==> config.mk <==
export PLATFORM = sky130hd
export DESIGN_NAME = hdc_top
export DESIGN_NICKNAME = d
export VERILOG_FILES = /design/src/hw/axil_pkg.sv /design/src/hw/hdc_pkg.sv /design/src/hw/axil_slave_fsm.sv /design/src/hw/hdc_regs.sv /design/src/hw/hv_word_counter.sv /design/src/hw/xorshift_prng.sv /design/src/hw/hv_assembler.sv /design/src/hw/item_memory.sv /design/src/hw/hdc_top.sv
export SDC_FILE = /design/constraint.sdc
export NUM_CORES = 2
export LEC_CHECK = 0
export BUFFER_PORTS_ARGS = -buffer_cell sky130_fd_sc_hd__clkbuf_2
export CORE_ASPECT_RATIO = 1.4
export CORE_MARGIN = 4
export CORE_UTILIZATION = 30
export DETAILED_ROUTE_END_ITERATION = 8
export PLACE_DENSITY = 0.54
export SLEW_MARGIN = 40
export SYNTH_ARGS = -nofsm -noshare
export SYNTH_HDL_FRONTEND = slang
export SYNTH_HIERARCHICAL = 1
export SYNTH_SLANG_ARGS = --single-unit
export TNS_END_PERCENT = 30
==> constraint.sdc <==
create_clock -name AXIS_ACLK -period 14.7 [get_ports AXIS_ACLK]
set_input_delay 2.94 -clock AXIS_ACLK [delete_from_list [all_inputs] [get_ports AXIS_ACLK]]
set_output_delay 2.94 -clock AXIS_ACLK [all_outputs]
set_load 0.1 [all_outputs]
==> src/hw/axil_pkg.sv <==
package axil_pkg;

    // ------------------------------
    // bus widths
    // ------------------------------

    // byte address, only bits 11:2 are decoded
    typedef logic [11:0] axil_addr_t;
    typedef logic [31:0] axil_data_t;

    // ------------------------------
    // slave state machine
    // ------------------------------

    typedef enum logic [2:0] {
        st_idle,
        st_aw,
        st_w,
        st_wresp,
        st_rd_fetch,
        st_rd_resp
    } axil_state_e;

    // one-cycle register write, word address
    typedef struct packed {
        logic        en;
        logic [11:2] addr;
        axil_data_t  data;
    } reg_wr_t;

    // one-cycle register read fetch
    typedef struct packed {
        logic        en;
        logic [11:2] addr;
    } reg_rd_t;

endpackage

==> src/hw/hdc_pkg.sv <==
package hdc_pkg;

    // ------------------------------
    // hypervector geometry
    // ------------------------------

    // one random word from the prng
    localparam int WORD_W = 32;

    typedef logic [WORD_W-1:0] hv_word_t;
    // item memory address, also the item_count width
    typedef logic [9:0] item_addr_t;
    // word slot inside one hypervector
    typedef logic [4:0] word_idx_t;

    // ------------------------------
    // register map
    // ------------------------------

    // {run, gen}
    localparam logic [11:0] REG_MODE       = 12'h000;
    // highest item index to generate
    localparam logic [11:0] REG_ITEM_COUNT = 12'h004;
    // region on addr 11:10 for item memory readout
    localparam logic [1:0]  ITEM_WINDOW    = 2'd1;

    // xorshift32 start state
    localparam hv_word_t XS_SEED = 32'd2463534242;

endpackage

==> src/hw/axil_slave_fsm.sv <==
`timescale 1ns/10ps

module axil_slave_fsm
    import axil_pkg::*;
(
    input  logic        AXIS_ACLK,
    input  logic        S_AXI_ARESETN,
    input  axil_addr_t  awaddr,
    input  logic        awvalid,
    output logic        awready,
    input  axil_data_t  wdata,
    input  logic        wvalid,
    output logic        wready,
    input  logic        bready,
    output logic        bvalid,
    input  axil_addr_t  araddr,
    input  logic        arvalid,
    output logic        arready,
    input  logic        rready,
    output logic        rvalid,
    input  axil_data_t  rdata,
    output reg_wr_t     wr,
    output reg_rd_t     rd
);

    axil_state_e state;
    // latched write/read request
    logic [11:2] wr_addr_q;
    axil_data_t  wr_data_q;
    logic [11:2] rd_addr_q;
    // set after the first response cycle
    logic        wr_fired;

    // ------------------------------
    // channel handshakes
    // ------------------------------
    assign awready = (state == st_idle) || (state == st_w);
    assign wready  = (state == st_idle) || (state == st_aw);
    assign arready = (state == st_idle);
    assign bvalid  = (state == st_wresp);
    assign rvalid  = (state == st_rd_resp);

    // address and data in either order, write wins over read
    always_ff @(posedge AXIS_ACLK) begin
        if (!S_AXI_ARESETN) begin
            state <= st_idle;
        end else begin
            case (state)
                st_idle: begin
                    if (awvalid && wvalid) begin
                        state <= st_wresp;
                    end else if (awvalid) begin
                        state <= st_aw;
                    end else if (wvalid) begin
                        state <= st_w;
                    end else if (arvalid) begin
                        state <= st_rd_fetch;
                    end
                end
                st_aw: begin
                    if (wvalid) begin
                        state <= st_wresp;
                    end
                end
                st_w: begin
                    if (awvalid) begin
                        state <= st_wresp;
                    end
                end
                st_wresp: begin
                    if (bready) begin
                        state <= st_idle;
                    end
                end
                // one fetch cycle then hold the response
                st_rd_fetch: state <= st_rd_resp;
                st_rd_resp: begin
                    if (rready) begin
                        state <= st_idle;
                    end
                end
                default: state <= st_idle;
            endcase
        end
    end

    // capture on each accepted beat
    always_ff @(posedge AXIS_ACLK) begin
        if (awvalid && awready) begin
            wr_addr_q <= awaddr[11:2];
        end
        if (wvalid && wready) begin
            wr_data_q <= wdata;
        end
        if (arvalid && arready && !awvalid && !wvalid) begin
            rd_addr_q <= araddr[11:2];
        end
    end

    // write strobe only on the first wresp cycle
    always_ff @(posedge AXIS_ACLK) begin
        if (!S_AXI_ARESETN) begin
            wr_fired <= 1'b0;
        end else begin
            wr_fired <= (state == st_wresp);
        end
    end

    assign wr = '{en: (state == st_wresp) && !wr_fired, addr: wr_addr_q, data: wr_data_q};
    assign rd = '{en: (state == st_rd_fetch), addr: rd_addr_q};

    // ------------------------------
    // checks
    // ------------------------------
    a_no_wr_rd_overlap: assert property (
        @(posedge AXIS_ACLK) disable iff (!S_AXI_ARESETN) !(wr.en && rd.en)
    ) else $error("register write and read strobes overlap");

endmodule

==> src/hw/hdc_regs.sv <==
`timescale 1ns/10ps

module hdc_regs
    import axil_pkg::*;
    import hdc_pkg::*;
(
    input  logic       AXIS_ACLK,
    input  logic       S_AXI_ARESETN,
    input  reg_wr_t    wr,
    input  reg_rd_t    rd,
    input  logic       store,
    input  item_addr_t item_addr,
    input  hv_word_t   mem_word,
    output logic       gen,
    output logic       run,
    output item_addr_t mem_addr,
    output word_idx_t  mem_word_sel,
    output axil_data_t rdata
);

    // last item index to generate
    item_addr_t item_count;
    axil_data_t rd_mux;

    // ------------------------------
    // mode and count registers
    // ------------------------------
    always_ff @(posedge AXIS_ACLK) begin
        if (!S_AXI_ARESETN) begin
            run        <= 1'b0;
            gen        <= 1'b0;
            item_count <= '0;
        end else if (wr.en) begin
            // full compare, so other regions fall through
            if ({wr.addr, 2'b00} == REG_MODE) begin
                {run, gen} <= wr.data[1:0];
            end else if ({wr.addr, 2'b00} == REG_ITEM_COUNT) begin
                item_count <= wr.data[9:0];
            end
        end else if (gen && store && (item_addr == item_count)) begin
            // last vector stored, generation done
            gen <= 1'b0;
        end
    end

    // item window, entry on 9:4, word on 3:2
    assign mem_addr     = {4'b0000, rd.addr[9:4]};
    assign mem_word_sel = {3'b000, rd.addr[3:2]};

    // ------------------------------
    // read mux
    // ------------------------------
    always_comb begin
        rd_mux = '0;
        if (rd.addr[11:10] == 2'd0) begin
            if ({rd.addr, 2'b00} == REG_MODE) begin
                rd_mux = {30'd0, run, gen};
            end else if ({rd.addr, 2'b00} == REG_ITEM_COUNT) begin
                rd_mux = {22'd0, item_count};
            end
        end else if (rd.addr[11:10] == ITEM_WINDOW) begin
            rd_mux = mem_word;
        end
    end

    // held through the response phase
    always_ff @(posedge AXIS_ACLK) begin
        if (rd.en) begin
            rdata <= rd_mux;
        end
    end

endmodule

==> src/hw/hv_word_counter.sv <==
`timescale 1ns/10ps

module hv_word_counter
    import hdc_pkg::*;
#(
    parameter int DIM = 128
)(
    input  logic       AXIS_ACLK,
    input  logic       gen,
    output word_idx_t  word_idx,
    output logic       store,
    output item_addr_t item_addr
);

    // words per hypervector
    localparam int        W        = DIM / WORD_W;
    localparam word_idx_t LAST_IDX = word_idx_t'(W - 1);

    // slot counter, wraps once per vector
    always_ff @(posedge AXIS_ACLK) begin
        if (!gen) begin
            word_idx <= '0;
        end else if (word_idx == LAST_IDX) begin
            word_idx <= '0;
        end else begin
            word_idx <= word_idx + 1'b1;
        end
    end

    // store follows the last slot by one cycle
    always_ff @(posedge AXIS_ACLK) begin
        store <= gen && (word_idx == LAST_IDX);
    end

    // next entry after each store
    always_ff @(posedge AXIS_ACLK) begin
        if (!gen) begin
            item_addr <= '0;
        end else if (store) begin
            item_addr <= item_addr + 1'b1;
        end
    end

    a_store_one_cycle: assert property (
        @(posedge AXIS_ACLK) store |=> !store
    ) else $error("store held longer than one cycle");

endmodule

==> src/hw/xorshift_prng.sv <==
`timescale 1ns/10ps

module xorshift_prng
    import hdc_pkg::*;
(
    input  logic     AXIS_ACLK,
    input  logic     gen,
    output hv_word_t rand_word
);

    hv_word_t xs_state;
    hv_word_t xs_a;
    hv_word_t xs_b;
    hv_word_t xs_next;

    // xorshift32, shifts 13 / 17 / 5
    always_comb begin
        xs_a    = xs_state ^ (xs_state << 13);
        xs_b    = xs_a ^ (xs_a >> 17);
        xs_next = xs_b ^ (xs_b << 5);
    end

    // back to seed whenever gen drops
    always_ff @(posedge AXIS_ACLK) begin
        if (!gen) begin
            xs_state <= XS_SEED;
        end else begin
            xs_state <= xs_next;
        end
    end

    assign rand_word = xs_state;

endmodule

==> src/hw/hv_assembler.sv <==
`timescale 1ns/10ps

module hv_assembler
    import hdc_pkg::*;
#(
    parameter int DIM = 128
)(
    input  logic           AXIS_ACLK,
    input  logic           gen,
    input  word_idx_t      word_idx,
    input  hv_word_t       rand_word,
    output logic [DIM-1:0] hv
);

    // words per hypervector
    localparam int W = DIM / WORD_W;

    // one slot per cycle, slot chosen by the counter
    always_ff @(posedge AXIS_ACLK) begin
        if (!gen) begin
            hv <= '0;
        end else if (int'(word_idx) < W) begin
            hv[word_idx*WORD_W +: WORD_W] <= rand_word;
        end
    end

endmodule

==> src/hw/item_memory.sv <==
`timescale 1ns/10ps

module item_memory
    import hdc_pkg::*;
#(
    parameter int DIM        = 128,
    parameter int ITEM_DEPTH = 16
)(
    input  logic           AXIS_ACLK,
    input  logic           store,
    input  item_addr_t     item_addr,
    input  logic [DIM-1:0] hv,
    input  item_addr_t     mem_addr,
    input  word_idx_t      mem_word_sel,
    output hv_word_t       mem_word
);

    localparam int W  = DIM / WORD_W;
    localparam int AW = $clog2(ITEM_DEPTH);

    logic [DIM-1:0] mem [ITEM_DEPTH];
    logic [DIM-1:0] rd_vec;

    // whole vector per store, out-of-range dropped
    always_ff @(posedge AXIS_ACLK) begin
        if (store && (item_addr < ITEM_DEPTH)) begin
            mem[item_addr[AW-1:0]] <= hv;
        end
    end

    // debug readout, zero outside the array
    always_comb begin
        rd_vec   = mem[mem_addr[AW-1:0]];
        mem_word = '0;
        if ((mem_addr < ITEM_DEPTH) && (int'(mem_word_sel) < W)) begin
            mem_word = rd_vec[mem_word_sel*WORD_W +: WORD_W];
        end
    end

    a_store_in_range: assert property (
        @(posedge AXIS_ACLK) store |-> (item_addr < ITEM_DEPTH)
    ) else $error("item store past ITEM_DEPTH dropped");

endmodule

==> src/hw/hdc_top.sv <==
`timescale 1ns/10ps

module hdc_top
    import axil_pkg::*;
    import hdc_pkg::*;
#(
    parameter int DIM        = 128,
    parameter int ITEM_DEPTH = 16
)(
    input  logic       AXIS_ACLK,
    input  logic       S_AXI_ARESETN,
    // ------------------------------
    // AXI-Lite slave
    // ------------------------------
    input  axil_addr_t awaddr,
    input  logic       awvalid,
    output logic       awready,
    input  axil_data_t wdata,
    input  logic       wvalid,
    output logic       wready,
    input  logic       bready,
    output logic       bvalid,
    output logic [1:0] bresp,
    input  axil_addr_t araddr,
    input  logic       arvalid,
    output logic       arready,
    input  logic       rready,
    output logic       rvalid,
    output axil_data_t rdata,
    output logic [1:0] rresp
);

    reg_wr_t        wr;
    reg_rd_t        rd;
    logic           gen;
    word_idx_t      word_idx;
    logic           store;
    item_addr_t     item_addr;
    hv_word_t       rand_word;
    logic [DIM-1:0] hv;
    item_addr_t     mem_addr;
    word_idx_t      mem_word_sel;
    hv_word_t       mem_word;

    // always OKAY
    assign bresp = 2'b00;
    assign rresp = 2'b00;

    axil_slave_fsm u_axil (
        .AXIS_ACLK(AXIS_ACLK), .S_AXI_ARESETN(S_AXI_ARESETN),
        .awaddr(awaddr), .awvalid(awvalid), .awready(awready),
        .wdata(wdata), .wvalid(wvalid), .wready(wready),
        .bready(bready), .bvalid(bvalid),
        .araddr(araddr), .arvalid(arvalid), .arready(arready),
        .rready(rready), .rvalid(rvalid), .rdata(rdata),
        .wr(wr), .rd(rd)
    );

    // run is only stored, readable at 0x00
    hdc_regs u_regs (
        .AXIS_ACLK(AXIS_ACLK), .S_AXI_ARESETN(S_AXI_ARESETN),
        .wr(wr), .rd(rd), .store(store), .item_addr(item_addr),
        .mem_word(mem_word), .gen(gen), .run(),
        .mem_addr(mem_addr), .mem_word_sel(mem_word_sel), .rdata(rdata)
    );

    // ------------------------------
    // generation path, driven by gen
    // ------------------------------
    hv_word_counter #(.DIM(DIM)) u_cnt (
        .AXIS_ACLK(AXIS_ACLK), .gen(gen),
        .word_idx(word_idx), .store(store), .item_addr(item_addr)
    );

    xorshift_prng u_prng (
        .AXIS_ACLK(AXIS_ACLK), .gen(gen), .rand_word(rand_word)
    );

    hv_assembler #(.DIM(DIM)) u_asm (
        .AXIS_ACLK(AXIS_ACLK), .gen(gen),
        .word_idx(word_idx), .rand_word(rand_word), .hv(hv)
    );

    item_memory #(.DIM(DIM), .ITEM_DEPTH(ITEM_DEPTH)) u_mem (
        .AXIS_ACLK(AXIS_ACLK), .store(store), .item_addr(item_addr), .hv(hv),
        .mem_addr(mem_addr), .mem_word_sel(mem_word_sel), .mem_word(mem_word)
    );

endmodule

==> results.toml <==
[outcome]
status = "finished, final reports clean"

[grt]
antenna_found_initial = 4
grt_use_total = 0.1450
grt_pass1_vias = 43667
grt_max_degree = 99
grt_pass1_wl_mm = 321.7
grt-ovfl-total = 0

[timing]
tightest_slew_ns = 0.8626
hold_ws_ns = 0.5175
clock.fmax_mhz = 189.9
drv_slew = 0
max_slew_margin = 0.4249
hold_violations = 0
setup_viol = 0
clock_skew_ns = 0.04133
rsz0062_at_grt = "false"
fin_crit_sh = 0.3583
finalSetupTns_ns = 0
period_minus_slack_ns = 5.267

[critical_path]
required_ns = 11.76
crit_path_max_incr_delay_ns = 0.65
r2r_end = "u_mem/mem[9][87]"
cpMaxStageDelayCell = "dfxtp_1"
cp_data_arrival_time_ns = 2.33
crit_chain = "nand2_1, nor2_1, clkbuf_2"
reg2regPathDepth = 8
cp-end-kind = "primary output"
criticalPathCategory = "reg -> out"
reg2reg_from = "u_cnt/store"
crit_fanout = 13
r2r_slack_ns = 9.89
critPathLaunchType = "flop"

[clocking]
cts_buffer_depth = 4
htree_num_levels = 4
cts-root-buf = "clkbuf_16"
clkLatencyLatePin_ns = 0.85
tritoncts = "built"
hold_buffers = 0
clk_pin_slew_ns = 0.06
cts_buffers = 213
cts_sinks = 2302
cts_resized = 0
cts_setup_buffers = 0

[detailed_routing]
first_pass_iters = 5
drt_iter0_drc = 3466
wire_per_inst_um = 26.83
ant_nets = 0
via_per_inst = 4.989
drc = 0
routed_wl_mm = 223.2
vias = 41503

[place]
place_inst = 7922
dpl_cell_area_sq_um = 93660
dp_hpwl_mm = 117.4
gp_congestion = 0.7352
numPortBuffers = 73

[worst_hold_path]
worstHoldStart = "u_cnt/item_addr[9]"
hold_end = "u_cnt/item_addr[9]"
hold_depth = 2
hold_path_class = "reg -> reg"

[synthesis]
synth_warnings = 6
syn_inst = 4054
netlist_area_sq_um = 88360
syn_avg_cell_area_sq_um = 21.80

[final_layout]
layout_commonest_cell = "edfxtp_1"
fin_cells = 8319
fin_nets = 4300
areaGrowthSynthToFinish_pct = 14.02
mostFrequentLayoutCells = "2110 x edfxtp_1, 586 x mux4_2, 218 x clkbuf_16"
fin_area_sq_um = 100800
layout-drive-gt1-share = 0.2600
nFillCells = 27270

[power]
seqPwrFrac = 0.549
switching_power_w = 0.002571
clockPowerShare = 0.430
intPower_w = 0.01031
combPwrFrac = 0.021
total_power_w = 0.01288
swShare = 0.1996
ir_worst_vdd_mv = 0.09711
p_per_area_nw_per_um2 = 127.8
power_leakage_nw = 27.73

[die]
die_area_sq_um = 303400
std_cell_rows = 235
die_height_um = 650.1
core_sq_um = 292900
io_pins = 104
start_util = 0.3017
fp.dieW_um = 466.7

[run]
drv_cap = 0
routing by layer:
| layer | global-route usage | part of all wire | vias up |
|---|---|---|---|
| li1 | - | - | 17139 |
| met1 | 0.1863 | 0.41 | 22993 |
| met2 | 0.2570 | 0.52 | 1070 |
| met3 | 0.01889 | 0.050 | 301 |
| met4 | 0.03911 | 0.024 | 0 |
| met5 | 0 | 0 | - |
final cells by class:
type | count | area, sq um | share of cell area
diodes | 1 | 2.502 | 0.00002484
clock buffers | 284 | 5893 | 0.05849
clock inverters | 106 | 1060 | 0.01052
inverters | 14 | 52.55 | 0.0005216
multi-input cells | 1512 | 19990 | 0.1985
flip-flops and latches | 2302 | 67210 | 0.6671
well taps | 3910 | 4892 | 0.04856
repair buffers | 190 | 1648 | 0.01636
worst max-delay path: cells and delay by family, from the launching register on:
family | cells | cell delay [ns]
flip-flops | 1 | 0.65
AND/OR/NAND/NOR | 2 | 0.36
buffers and inverters | 1 | 0.48
flip-flops by register name, summed over array words and instances (netlist names):
register,cells
u_regs/rdata,32
u_cnt/store,1
u_regs/item_count,10
u_mem/mem,2048
u_cnt/word_idx,5
u_axil/wr_fired,1
u_regs/run,1
u_axil/wr_data_q,10
u_regs/gen,1
u_prng/rand_word,32
u_cnt/item_addr,10
u_axil/rd_addr_q,10
u_asm/hv,128
u_axil/wr_addr_q,10
u_axil/state,3
power by group through the flow:
stage | logic [W] | clock network (W) | registers, W
detailed placement | 0.000274 | 0 | 0.00721
CTS | 0.000274 | 0.00569 | 0.00707
finish | 0.000268 | 0.00554 | 0.00707
global placement | 0.000272 | 0 | 0.00721
global route | 0.000284 | 0.00595 | 0.00706
floorplan | 0.000167 | 0 | 0.00724
metrics by stage:
step | util | setup slack (ns)
after floorplan | - | 4.100
after CTS | 0.3436 | 9.374
final | 0.3440 | 9.433
after global placement | 0.3188 | 9.275
after global routing | 0.3440 | 9.303
after detailed placement | 0.3198 | 9.693
worst max path at each step:
stage                         from               end  slack, ns  cells past startpoint
2_1_floorplan   u_cnt/item_addr[5]   u_mem/mem[0][0]       4.10                      4
3_3_place_gp           u_cnt/store  u_mem/mem[8][59]       9.27                      7
3_5_place_dp   u_axil/rd_addr_q[4]   u_regs/rdata[2]       9.69                      8
4_1_cts            u_axil/state[0]            bvalid       9.37                      3
5_1_grt            u_axil/state[0]            bvalid       9.30                      3
6_report           u_axil/state[0]            bvalid       9.43                      3
(Power assumes the default switching activity.)
